[config.mk]
export PLATFORM = sky130hd
export DESIGN_NAME = game_state_reg
export DESIGN_NICKNAME = d
export VERILOG_FILES = /design/src/rtl/game_pkg.sv /design/src/rtl/game_state_reg.sv
export SDC_FILE = /design/constraint.sdc
export NUM_CORES = 1
export LEC_CHECK = 0
export ABC_AREA = 1
export BUFFER_PORTS_ARGS = -buffer_cell sky130_fd_sc_hd__buf_2
export CAP_MARGIN = 10
export CORE_AREA = 4 4 41 43
export CTS_CLUSTER_DIAMETER = 120
export DETAILED_ROUTE_END_ITERATION = 7
export DIE_AREA = 0 0 45 47
export HOLD_SLACK_MARGIN = 0.02
export SYNTH_ARGS = -nofsm -noshare
export SYNTH_HDL_FRONTEND = slang
export SYNTH_SLANG_ARGS = --single-unit
[constraint.sdc]
create_clock -name clk -period 1.6 [get_ports clk]
set_clock_uncertainty 0.1 [all_clocks]
set_input_delay 0.08 -clock clk [delete_from_list [all_inputs] [get_ports clk]]
set_output_delay 0.08 -clock clk [all_outputs]
set_load 0.02 [all_outputs]
[src/rtl/game_pkg.sv]
package game_pkg;

    // game flow as seen by one board
    typedef enum logic [2:0] {
        INIT,
        P1_INIT_DRAW,
        P2_INIT_DRAW,
        P1_WAIT_IN,
        P2_WAIT_IN,
        P1_MOVE,
        P2_MOVE
    } game_state_t;

    // which board this design is
    localparam int P1 = 0;
    localparam int P2 = 1;

    // interboard message codes
    localparam int MSG_W = 4;
    localparam logic [MSG_W-1:0] MSG_NONE = 4'd0;
    localparam logic [MSG_W-1:0] MSG_START = 4'd1;
    localparam logic [MSG_W-1:0] MSG_DRAW = 4'd2;
    localparam logic [MSG_W-1:0] MSG_STATE_TURN = 4'd3;
    localparam logic [MSG_W-1:0] MSG_TAKE = 4'd4;
    localparam logic [MSG_W-1:0] MSG_DOWN = 4'd5;
    localparam logic [MSG_W-1:0] MSG_DONE = 4'd6;

    // board map geometry
    localparam int GRID_COLS = 18;
    localparam int GRID_ROWS = 8;
    localparam int BLOCK_X_W = 5;
    localparam int BLOCK_Y_W = 3;
    localparam int CARD_W = 6;
    // packed row by row, index = y * GRID_COLS + x
    localparam int MAP_W = GRID_COLS * GRID_ROWS * CARD_W;
    localparam int SEL_W = GRID_COLS * GRID_ROWS;
    localparam int SEL_LEN_W = 3;

    // cards dealt to each board at game start
    localparam int INIT_HAND_SIZE = 14;

endpackage

[src/rtl/game_state_reg.sv]
`timescale 1ns/100ps

module game_state_reg #(
    parameter int PLAYER = game_pkg::P1
) (
    input  logic clk,
    input  logic reset_table,
    input  logic advance_state,
    input  logic init_draw_done,
    input  logic move_done,
    input  logic switch_turn,
    input  logic l_click,
    input  logic mouse_inblock,
    input  logic interboard_en,
    input  logic [game_pkg::MSG_W-1:0] interboard_msg_type,
    output game_pkg::game_state_t state,
    output logic my_turn,
    output logic transmit
);

    game_pkg::game_state_t next_state;
    logic deal_over;
    logic start_move;

    // either our own deal finished or the other board says its deal is over
    assign deal_over = init_draw_done
                       || (interboard_en && interboard_msg_type == game_pkg::MSG_STATE_TURN);
    // clicks only count while we own the wait state
    assign start_move = my_turn && l_click && mouse_inblock;

    always_ff @(posedge clk) begin
        if (reset_table) begin
            state <= game_pkg::INIT;
        end else begin
            state <= next_state;
        end
    end

    always_comb begin
        next_state = state;
        case (state)
            game_pkg::INIT:
                if (advance_state)
                    next_state = game_pkg::P1_INIT_DRAW;
            game_pkg::P1_INIT_DRAW:
                if (deal_over)
                    next_state = game_pkg::P2_INIT_DRAW;
            game_pkg::P2_INIT_DRAW:
                if (deal_over)
                    next_state = game_pkg::P1_WAIT_IN;
            game_pkg::P1_WAIT_IN:
                if (start_move)
                    next_state = game_pkg::P1_MOVE;
                else if (switch_turn)
                    next_state = game_pkg::P2_WAIT_IN;
            game_pkg::P2_WAIT_IN:
                if (start_move)
                    next_state = game_pkg::P2_MOVE;
                else if (switch_turn)
                    next_state = game_pkg::P1_WAIT_IN;
            game_pkg::P1_MOVE:
                if (move_done)
                    next_state = game_pkg::P1_WAIT_IN;
            game_pkg::P2_MOVE:
                if (move_done)
                    next_state = game_pkg::P2_WAIT_IN;
            default:
                next_state = game_pkg::INIT;
        endcase
    end

    // turn ownership per state
    always_comb begin
        case (state)
            game_pkg::P1_INIT_DRAW, game_pkg::P1_WAIT_IN, game_pkg::P1_MOVE:
                my_turn = PLAYER == game_pkg::P1;
            game_pkg::P2_INIT_DRAW, game_pkg::P2_WAIT_IN, game_pkg::P2_MOVE:
                my_turn = PLAYER == game_pkg::P2;
            default:
                my_turn = 1'b0;
        endcase
    end

    // p1 also talks first during start agreement
    assign transmit = my_turn || (PLAYER == game_pkg::P1 && state == game_pkg::INIT);

endmodule

# Yosys cells after proc, flatten, opt, wreduce, memory -nomap -nowiden

Cells that the tools add are included.
Widths: inputs -> output; s select.

Flip-flop bits (word level): 3
Bits of input ports: 13
Output and inout bits: 5
Logic and storage cells: 34

Equal/unequal tests: 14
Muxes and demuxes: 11
Reduce and logical (&&, ||, !) cells: 8

Operators by type and width:

| kind               | count |
|---|---|
| $mux 3             | 9 |
| $pmux 3 s7         | 1 |
| $ne 2x2->1 const B | 5 |
| $eq 3x3->1 const B | 3 |
| $reduce_and 7->1   | 1 |
| $eq 3x2->1 const B | 2 |
| $ne 3x3->1 const B | 2 |
| $eq 4x2->1 const B | 1 |
| $eq 3x1->1 const B | 1 |
| $logic_and 1x1->1  | 3 |
| $logic_not 3->1    | 1 |
| $reduce_or 3->1    | 1 |
| $logic_or 1x1->1   | 2 |
| $mux 1             | 1 |

# Logic depth before layout (Yosys ltp)

Gate-level depths: netlist of the first run.

Depth in word-level cells: 7
Depth in mapped cells: 9
Gate-level depth less buffers: 8

# Least setup slack after synthesis of the first run

OpenSTA, ideal clock, no wires.

Path type: flip-flop to flip-flop
Start: register state[2]
End: register state[1]
Setup time: 0.117 ns
Arrival time: 1.114 ns
Data required time: 1.383 ns
Setup slack: 0.270 ns
Cell stages (with the launch flop): 9
Buffers on the path: 1
Period minus slack after synthesis: 1.330 ns
Cells stage by stage: dfxtp_1 > buf_6 > clkinv_2 > nand3_1 > nand2_1 > nand3b_2 > nand3_2 > nand2_1 > a21oi_1

Word-level cells in the longest chain between the ends: 7
Elaborated cells between the ends (all ways): 22
Classes of those cells: eq/ne (13); mux (4); reduce/logical (5)

Ends and longest elaborated chain:

| what                                                     | line                                       | text |
|---|---|---|
| from (decl)                                              | game_state_reg.sv:16                       | `output game_pkg::game_state_t state,` |
| from (signal assigned)                                   | game_state_reg.sv:33                       | `state <= game_pkg::INIT;` |
| from (signal assigned)                                   | game_state_reg.sv:35                       | `state <= next_state;` |
| $eq 3x1->1, or another cell as far along                 | game_state_reg.sv:41, game_state_reg.sv:74 |  |
| $reduce_or 3->1                                          | game_state_reg.sv:74                       | `case (state)` |
| $mux 1                                                   | game_state_reg.sv:74                       |  |
| $logic_and 1x1->1 (2 in series)                          | game_state_reg.sv:29                       | `assign start_move = my_turn && l_click && mouse_inblock;` |
| $ne 3x3->1 (no line), or another cell as far along       | -                                          |  |
| $reduce_and 7->1 (no line) or $pmux 3 s7 (tied branches) | -                                          |  |

Parallel ways exist; a longest one is shown, timed or not.
A chain may end at the register's enable or synchronous reset.

# Final worst setup path of the first run

Start: register state[2]
End: register state[2]

The elaborated chain is that of the path after synthesis.

==> reports/summary.txt, run 1 <==
Min-delay src - mouse_inblock
Leakage Power - 0.2269 nW
Cell Area, Synth - 341.6 um^2
# Max-Cap Violations - 0
Layout area overhead - 34.43%
Peak VDD IR - 0.5444 mV
Initial antenna violation count - 0
Mapped Avg Cell Area - 6.445 um^2
Remaining antenna violation count - 0
Pwr Density - 1604 mW/mm^2
Iter 0 DRT Violations - 6
Number of flip-flops under the largest register name - 3
PostCTS Resize Cnt - 0
Hold Path Cell Cnt - 5
RSZ-0062 raised after global routing - false
Die X - 45 um
Gr ovfl total - 0
# diodes - 0
Syn_nets - 66
Buffers added on ports - 17
Netlist cell types - 21
FMAX - 715.7 MHz
CP max stage delay - 510 ps
Vias per inst - 4.568
Post-Layout Cell Count - 88
Final hold viol count - 0
Core footprint - 0.001301 mm^2
Max Slew Vio Count - 0
CP Cell Sequence - clkinv_2, nand3_1, nand2_1, nand3b_2, nand3_2, nand2_1, a21oi_1
Clock Sinks - 3
CTS tree - done
CP Launch Type - flip-flop
Die ar. - 0.002115 mm^2
Minimum clock period - 1397 ps
Setup crit end kind - flip-flop
First-pass GRT wire length - 1.269 mm
Min-Delay Endpoint - state[0]
Fillers - 153
Dpl hpwl - 651.5 um
Final Worst Setup Slack - 202.8 ps
Clock Tree Buf Depth - 2
Worst R2R Path Depth - 7
DRT Pass-1 Iters - 4
Biggest regs - state (3)
Setup TNS - 0 ps
Worst-path clk slew - 30 ps
Die H - 47 um
Row Count - 13
R2r setup slk - 200 ps
Boundary pin count - 18
Register area share after synthesis - 17.58%
Tcrit/Tclk final - 87.33%
Setup bufs post-CTS - 0
WL/cell - 9.318 um
Setup violators final - 0
Clk Latency, worst-skew pair - 230 ps
FF-to-FF End - state[2]
GRT Overall Usage - 8.202%
Synthesized flop and latch total - 3
Vias - 402
Reg2Reg Launch Point - state[2]
Worst EP arrival - 1420 ps
Crit path max-delay family - flip-flops
Worst setup slack after placement - 208.9 ps
Dpl cells - 83
Min-Delay Path Class - input port to flip-flop
Slowest-stage cell, CP - dfxtp_1
Share of cells above drive strength 1 - 42.47%
Root cell of the clock tree - clkbuf_4
Critical path class - flip-flop to flip-flop
WP data required - 1620 ps
Residual DRC - 0
Cells after Synth - 53
Initial core utilization - 26.25%
Worst path bufs/invs - 1
RePlAce Congestion - 0.7521
H-tree levels - 1
CTS buffer count - 3
DRT Wirelength - 820 um
Net total in the final layout - 87
Post-CTS Hold Buffers - 1
Most flops, register - state
Worst Path Max Fanout - 9
Ys Warns - 0
Vias in the first global route - 346
Status - finished clean
Largest net degree at the start of global routing - 10
Most used cell, CP - nand2_1
Slew @ Worst Pin - 357.8 ps
Worst slew margin - 76.11%
==> where the power goes <==
part           switching, mW  internal [mW]  total, mW  leakage (nW)
sequential            0.0626          0.100      0.163        0.0246
combinational          0.268          0.173      0.442         0.187
clock                 0.0387         0.0933      0.132        0.0150
==> worst max-delay path by stage <==
stage / startpoint / to / cells past startpoint
3_3_place_gp: state[2] / state[2] / 8
2_1_floorplan: state[2] / state[1] / 8
6_report: state[2] / state[2] / 7
5_1_grt: state[2] / state[0] / 7
3_5_place_dp: state[2] / state[0] / 7
4_1_cts: state[2] / state[0] / 7
==> stage by stage <==
| step | total power [mW] | cell area [um^2] | hold WS [ps] | utilization (%) |
|---|---|---|---|---|
| floorplan | 0.5219 | 341.6 | 49.07 | - |
| global placement | 0.6086 | 422.9 | 170.1 | 32.50 |
| detailed placement | 0.6111 | 422.9 | 170.0 | 32.50 |
| CTS | 0.7526 | 459.2 | 179.6 | 35.29 |
| global route | 0.8137 | 459.2 | 225.8 | 35.29 |
| finish | 0.7367 | 459.2 | 177.9 | 35.29 |
==> cells by family after synthesis <==
logic type / count (synthesis) / synth area share [%]
AOI/OAI and AO/OA: 7 / 11.72
buffers and inverters: 8 / 14.28
DFF: 3 / 17.58
and+or+nand+nor: 35 / 56.41
==> synthesized netlist by cell type <==
master    instances  area [um^2]
nand2_1          11        41.29
nand3_1           9        45.04
nor2_1            6        22.52
a21oi_1           3        15.01
dfxtp_1           3        60.06
inv_1             3        11.26
buf_6             2        22.52
nand3_2           2        20.02
nand3b_2          2        22.52
a31oi_1           1        6.260
clkinv_2          1        5.000
inv_2             1        3.750
inv_4             1        6.260
nand2_2           1        6.260
nand2_4           1        11.26
nand4_1           1        6.260
nor2_2            1        6.260
nor2_4            1        11.26
o211ai_1          1        7.510
o21ai_0           1        5.000
o22ai_1           1        6.260
==> final cells by class <==
cell class / count / area (um^2) / area share, %
flip-flops and latches: 3 / 60.06 / 13.08
multi-input cells: 42 / 232.7 / 50.68
clock buffers: 4 / 26.28 / 5.722
well taps: 15 / 18.77 / 4.087
inverters: 6 / 26.28 / 5.722
repair buffers: 18 / 95.09 / 20.71
==> worst reg2reg max path, cell delays in order, from the launching register on <==
cell      delay (ps)
dfxtp_1          510
clkinv_2         160
nand3_1          110
nand2_1           70
nand3b_2         120
nand3_2           90
nand2_1           70
a21oi_1           60
==> cell usage in the layout (no fill, tap or decap), drive strengths merged <==
cell	n
nor2	8
nand2	13
clkbuf	4
nand3	11
a31oi	1
nand3b	2
nand4	1
clkinv	1
dfxtp	3
buf	17
dlygate4sd3	1
a21oi	3
o211ai	1
inv	5
o22ai	1
o21ai	1
==> routing by layer <==
| layer | global-route usage, % | vias to the layer above | routed length, um |
|---|---|---|---|
| met4 | 3.509 | 0 | 0 |
| met3 | 4.215 | 0 | 100 |
| met2 | 11.86 | 18 | 348 |
| met5 | 0 | - | 0 |
| met1 | 10.18 | 166 | 371 |
| li1 | - | 218 | - |
No activity file was read; power rests on OpenSTA's default activity.
==> run 2: changes to the inputs <==
--- a/config.mk
+++ b/config.mk
@@ -5,7 +5,7 @@
 export SDC_FILE = /design/constraint.sdc
 export NUM_CORES = 1
 export LEC_CHECK = 0
-export ABC_AREA = 1
+export ABC_AREA = 0
 export BUFFER_PORTS_ARGS = -buffer_cell sky130_fd_sc_hd__buf_2
 export CAP_MARGIN = 10
 export CORE_AREA = 4 4 41 43
==> run 2 against run 1 <==
Effect of this change: the flow now finishes with violations (setup timing); first-iteration DRC count fell by 50%; critical path depth fell by 2; power rose by 9.6%; clock-buffer cell count did not move; largest cell class unchanged; highest routed layer unchanged.
==> reports/summary.txt, run 2 <==
WL/cell - 10.89 um (+17%)
Most frequent cells in the layout - buf_2, nor2_1, a21oi_1, buf_4
Minimum clock period - 1636 ps (+239.0 ps)
Layout area overhead - 52.05%
CTS buffer count - 3 (unchanged)
Share of cells above drive strength 1 - 62.07% (+20 points)
Post-Layout Cell Count - 73 (-17%)
Most common cell after layout, fill and taps aside - buf_2
Slew @ Worst Pin - 261.6 ps (-96.26 ps)
Syn_nets - 48 (-27%)
# Max-Cap Violations - 0 (unchanged)
Register area share after synthesis - 19.67% (+2.1 points)
Fillers - 148 (-3.3%)
Min-Delay Path Class - input port to flip-flop
Count leader, synth - nor2_1
Leakage Power - 0.2062 nW (-9.1%)
Synth Area in Compound Gates - 29.10% (+17 points)
Overall Power - 0.8073 mW (+9.6%)
Ys Warns - 0 (unchanged)
Residual DRC - 0 (unchanged)
Post-Synth Adder-Cell Area - 3.279% (+3.3 points)
Mapped Avg Cell Area - 8.723 um^2 (+35%)
Post-synth top area cell - dfxtp_1
RSZ-0062 raised after global routing - true
DRT Pass-1 Iters - 4 (unchanged)
Row Count - 13 (unchanged)
Tcrit/Tclk final - 102.3% (+15 points)
FMAX - 611.2 MHz (-15%)
Pwr Density - 1739 mW/mm^2 (+8.4%)
RePlAce Congestion - 0.7586 (+0.86%)
Boundary pin count - 18 (unchanged)
Initial antenna violation count - 0 (unchanged)
Root cell of the clock tree - clkbuf_4
Largest net degree at the start of global routing - 7 (-3)
Netlist cell types - 20 (-4.8%)
Die H - 47 um (unchanged)
Final Worst Setup Slack - -36.20 ps (-239.0 ps)
Post-Synth XOR/XNOR Area - 9.016% (+9.0 points)
Dpl cells - 68 (-18%)
Clock Tree Buf Depth - 2 (unchanged)
Core footprint - 0.001301 mm^2 (unchanged)
Number of flip-flops under the largest register name - 3 (unchanged)
Synthesized flop and latch total - 3 (unchanged)
Biggest regs - state (3)
WP data required - 1620 ps (about the same)
Worst setup slack after placement - -32.28 ps (-241.2 ps)
# diodes - 0 (unchanged)
Buffers added on ports - 17 (unchanged)
Setup bufs post-CTS - 0 (unchanged)
Status - finished, violations left
Post-synthesis mux area share - 9.836% (+9.8 points)
Cell Area, Synth - 305.3 um^2 (-11%)
Die X - 45 um (unchanged)
Peak VDD IR - 0.4689 mV (-14%)
Critical path class - flip-flop to flip-flop
Iter 0 DRT Violations - 3 (-3)
First-pass GRT wire length - 1.276 mm (+0.55%)
Dpl hpwl - 664.5 um (+2.0%)
Max Slew Vio Count - 0 (unchanged)
Initial core utilization - 23.46% (-2.8 points)
Largest family of logic cells by synthesized area - compound AO/OA/AOI/OAI gates
Setup violators final - 2 (+2)
Synth cell count leaders - nor2_1, a21oi_1, dfxtp_1, inv_1, o21ai_0
Setup crit end kind - flip-flop
Net total in the final layout - 72 (-17%)
Clock Sinks - 3 (unchanged)
Clk Latency, worst-skew pair - 240 ps (about the same)
H-tree levels - 1 (unchanged)
Most flops, register - state
Die ar. - 0.002115 mm^2 (unchanged)
Vias - 338 (-16%)
Fin util - 35.67% (+0.38 points)
Async S/R FF share, synth - 0% (unchanged)
Gr ovfl total - 0 (unchanged)
Vias in the first global route - 335 (-3.2%)
Simple-gate area share of the yosys netlist - 18.03% (-38 points)
Number of synthesized flops with an enable pin - 0 (unchanged)
Cells after Synth - 35 (-34%)
Most frequently used flop master after synthesis - dfxtp_1
Violated checks - setup timing
Final hold viol count - 0 (unchanged)
Worst Path Max Fanout - 3 (-6)
Remaining antenna violation count - 0 (unchanged)
GRT Overall Usage - 8.524% (+0.32 points)
Worst EP arrival - 1660 ps (+240 ps)
Vias per inst - 4.630 (+1.4%)
CP Launch Type - flip-flop
Worst-path clk slew - 40 ps (about the same)
Top cell type's share of synthesized area - 19.67% (+2.1 points)
Worst slew margin - 82.53% (+6.4 points)
CTS tree - done
DRT Wirelength - 795 um (-3.0%)
Top post-synthesis cells by area - dfxtp_1, mux2_4, xnor2_4, nor2_1, a21oi_1
[run 2: changes by cell type in the layout (fill, tap and decap cells not counted), moves of 3 or more]
cell,previous run,this run
nand2_1,11,0
buf_4,0,4
nand3_1,9,0
dfxtp_2,0,3
dfxtp_1,3,0
[run 2: final timing paths]
| check | slack, ps | start | to | cells after the start |
|---|---|---|---|---|
| max | -40 | state[1] | state[1] | 5 |
| min | 60 | l_click | state[2] | 3 |
| max reg2reg | -40 | state[1] | state[1] | 5 |
| min reg2reg | 610 | state[2] | state[2] | 3 |
[run 2: routing by layer]
layer  track usage, %  routed length, um  vias up
li1                 -                  -      174
met1            8.390                295      150
met2            15.54                420       14
met3            2.682                 78        0
met4            5.263                  0        0
met5                0                  0        -
[run 2: power by group]
group          internal, mW  leakage, nW  total [mW]  switching (mW)
Clock                0.0937       0.0150       0.137          0.0430
Combinational         0.267        0.165       0.517           0.250
Sequential            0.106       0.0258       0.154          0.0481
[run 2: timing repair]
item | 4_1_cts | 5_1_grt
hold buffers | 1 | 0
endpoints found under the hold margin | 1 | 0
gates resized for setup | 0 | 2
gates cloned | 0 | 0
setup endpoints to repair | 2 | 4
pin swaps | 0 | 0
[run 2: area by class of cell]
| class | instances | area, um^2 | share of cell area [%] |
|---|---|---|---|
| clock buffers | 4 | 26.28 | 5.660 |
| inverters | 3 | 11.26 | 2.426 |
| multi-input cells | 26 | 219.0 | 47.17 |
| flip-flops and latches | 3 | 63.81 | 13.75 |
| well taps | 15 | 18.77 | 4.043 |
| repair buffers | 22 | 125.1 | 26.95 |
[run 2: worst max-delay path, stage by stage, from the launching register on]
cell and delay, ps:
dfxtp_2 350, xnor2_4 180, nor2_2 50, a211o_2 340, a211oi_2 180, mux2_4 310
[run 2: cells by family after synthesis]
| family | Yosys count |
|---|---|
| AND/OR/NAND/NOR | 10 |
| flip-flops | 3 |
| buffers and inverters | 6 |
| AO/OA/AOI/OAI | 12 |
| XOR/XNOR | 1 |
| multiplexers | 2 |
| adder cells (fa/ha/maj) | 1 |
[run 2: per-stage QoR]
| step | hold slack [ps] | instance area (um^2) | setup TNS [ps] |
|---|---|---|---|
| after CTS | 97.21 | 455.4 | -58.90 |
| after global placement | 199.8 | 419.2 | -8.567 |
| after global routing | 94.31 | 464.2 | -201.2 |
| after floorplan | 43.87 | 312.8 | -142.0 |
| final | 61.21 | 464.2 | -53.15 |
| after detailed placement | 198.9 | 419.2 | -32.95 |
==> run 3: changes to the inputs <==
--- a/config.mk
+++ b/config.mk
@@ -6,6 +6,7 @@
 export NUM_CORES = 1
 export LEC_CHECK = 0
 export ABC_AREA = 0
+export ABC_CLOCK_PERIOD_IN_PS = 2100
 export BUFFER_PORTS_ARGS = -buffer_cell sky130_fd_sc_hd__buf_2
 export CAP_MARGIN = 10
 export CORE_AREA = 4 4 41 43
==> constraint.sdc (replaced) <==
create_clock -name clk -period 2.1 [get_ports clk]
set_clock_uncertainty 0.1 [all_clocks]
set_input_delay 0.105 -clock clk [delete_from_list [all_inputs] [get_ports clk]]
set_output_delay 0.105 -clock clk [all_outputs]
set_load 0.02 [all_outputs]
==> run 3 against run 2 <==
Effect of this change: the flow now finishes without violations; sequential power shrank 15%; sequential share of layout area increased by 0.45 points; power decreased by 30%; clock-buffer cell count unchanged; register-to-register slack gained 300 ps; clock power decreased by 22%; hold slack improved by 17 ps; wire length down 0.25%; core utilization decreased by 3.2 points; die area unchanged; global-route usage shrank 0.47 points; critical endpoint unchanged; highest routed layer is now met4.
==> reports/summary.txt, run 3 (synthesized netlist as in run 2, its figures left out) <==
Sw Pwr - 0.2494 mW (-27%)
Critical path class - flip-flop to flip-flop
Worst path bufs/invs - 0 (unchanged)
Min-Delay Path Class - input port to flip-flop
Residual DRC - 0 (unchanged)
WL/cell - 11.49 um (+5.5%)
Gr ovfl total - 0 (unchanged)
FMAX - 543.8 MHz (-11%)
Number of flip-flops under the largest register name - 3 (unchanged)
Final hold viol count - 0 (unchanged)
Setup TNS - 0 ps (+53.15 ps)
Vias in the first global route - 313 (-6.6%)
Sequential Power Share - 23.4% (+4.3 points)
GRT Overall Usage - 8.057% (-0.47 points)
DRT Wirelength - 793 um (-0.25%)
Vias - 334 (-1.2%)
CTS tree - done
Slew @ Worst Pin - 392.2 ps (+130.6 ps)
Vias per inst - 4.841 (+4.5%)
Row Count - 13 (unchanged)
Worst Path Max Fanout - 8 (+5)
Status - finished clean
Setup violators final - 0 (-2)
Buffers added on ports - 17 (unchanged)
First-pass GRT wire length - 1.159 mm (-9.2%)
CTS buffer count - 3 (unchanged)
Crit path max-delay family - flip-flops
Largest net degree at the start of global routing - 11 (+4)
Combinational group share of total power - 57.6% (-6.4 points)
Dpl cells - 64 (-5.9%)
Worst slew margin - 73.82% (-8.7 points)
Root cell of the clock tree - clkbuf_4
Pwr Density - 1328 mW/mm^2 (-24%)
Worst-path clk slew - 40 ps (about the same)
Most frequent cells in the layout - buf_2, nor2_1, a21oi_1
Critical Path Start - state[1]
Worst EP arrival - 1870 ps (+210 ps)
Overall Power - 0.5615 mW (-30%)
Boundary pin count - 18 (unchanged)
Dpl hpwl - 650.9 um (-2.0%)
Die ar. - 0.002115 mm^2 (unchanged)
RSZ-0062 raised after global routing - false
CP Launch Type - flip-flop
Tcrit/Tclk final - 87.57% (-15 points)
Net total in the final layout - 68 (-5.6%)
Core footprint - 0.001301 mm^2 (unchanged)
RePlAce Congestion - 0.7421 (-2.2%)
Clock Sinks - 3 (unchanged)
Reg2Reg Launch Point - state[1]
Switching part of the total - 44.41% (+2.2 points)
CP Cell Sequence - xnor2_4, nor2_2, a211o_2, a211oi_2, mux2_4
Setup crit end kind - flip-flop
Most flops, register - state
Part of the power in the clock network - 19.0% (+2.1 points)
Die H - 47 um (unchanged)
Clk Latency, worst-skew pair - 240 ps (about the same)
Max Slew Vio Count - 0 (unchanged)
Biggest regs - state (3)
Die X - 45 um (unchanged)
# diodes - 0 (unchanged)
Minimum clock period - 1839 ps (+202.7 ps)
H-tree levels - 1 (unchanged)
CP max stage delay - 550 ps (+200 ps)
Internal power - 0.3121 mW (-33%)
Share of cells above drive strength 1 - 51.85% (-10 points)
Leakage Power - 0.1823 nW (-12%)
Post-Layout Cell Count - 69 (-5.5%)
Min-delay src - l_click
Most common cell after layout, fill and taps aside - buf_2
Initial core utilization - 23.46% (unchanged)
Initial antenna violation count - 0 (unchanged)
Slowest-stage cell, CP - dfxtp_1
Clock Tree Buf Depth - 2 (unchanged)
Layout area overhead - 38.52%
DRT Pass-1 Iters - 4 (unchanged)
WP data required - 2130 ps (+510 ps)
Iter 0 DRT Violations - 7 (+4)
Peak VDD IR - 0.4510 mV (-3.8%)
# Max-Cap Violations - 0 (unchanged)
Remaining antenna violation count - 0 (unchanged)
==> run 3: changes by cell type in the layout (fill, tap and decap cells not counted), sizes merged <==
cell / change
buf: -4
==> run 3: metrics by stage <==
stage	utilization [%]	setup slack, ps	area (um^2)	hold slack [ps]
after floorplan	-	264.0	305.3	76.26
after global placement	29.71	272.7	386.6	231.3
after detailed placement	29.71	260.8	386.6	237.9
after CTS	32.50	251.2	422.9	78.03
after global routing	32.50	204.3	422.9	145.7
final	32.50	261.1	422.9	78.24
==> run 3: worst reg2reg max path, stage by stage, from the launching register on <==
cell and delay, ps:
dfxtp_1 550, xnor2_4 180, nor2_2 40, a211o_2 360
a211oi_2 180, mux2_4 310
==> run 3: worst paths after layout <==
check | end | cells past startpoint | slack, ps
min reg2reg | state[2] | 2 | 580
min | state[2] | 3 | 80
max reg2reg | state[1] | 5 | 260
max | state[1] | 5 | 260
==> run 3: metal layers <==
layer	global-route usage (%)	routed length [um]	vias up	share of wire, %
met3	2.682	94	2	12
met1	7.045	286	151	36
li1	-	-	166	-
met2	13.84	395	15	50
met4	8.772	17	0	2.1
met5	0	0	-	0
==> run 3: what timing repair did <==
item	4_1_cts	5_1_grt
buffers inserted	0	0
gates resized for setup	0	0
hold endpoints to repair	1	0
hold buffers	1	0
==> run 3: layout make-up <==
class                   instances  area, um^2
clock buffers                   4       26.28
fillers                       157       878.3
inverters                       3       11.26
multi-input cells              26       211.5
flip-flops and latches          3       60.06
well taps                      15       18.77
repair buffers                 18       95.09
==> run 3: power by group through the flow <==
stage | logic (mW) | clock network, mW | registers [mW]
finish | 0.324 | 0.107 | 0.131
floorplan | 0.300 | 0 | 0.110
detailed placement | 0.325 | 0 | 0.133
global placement | 0.329 | 0 | 0.130
CTS | 0.327 | 0.109 | 0.132
global route | 0.350 | 0.113 | 0.138
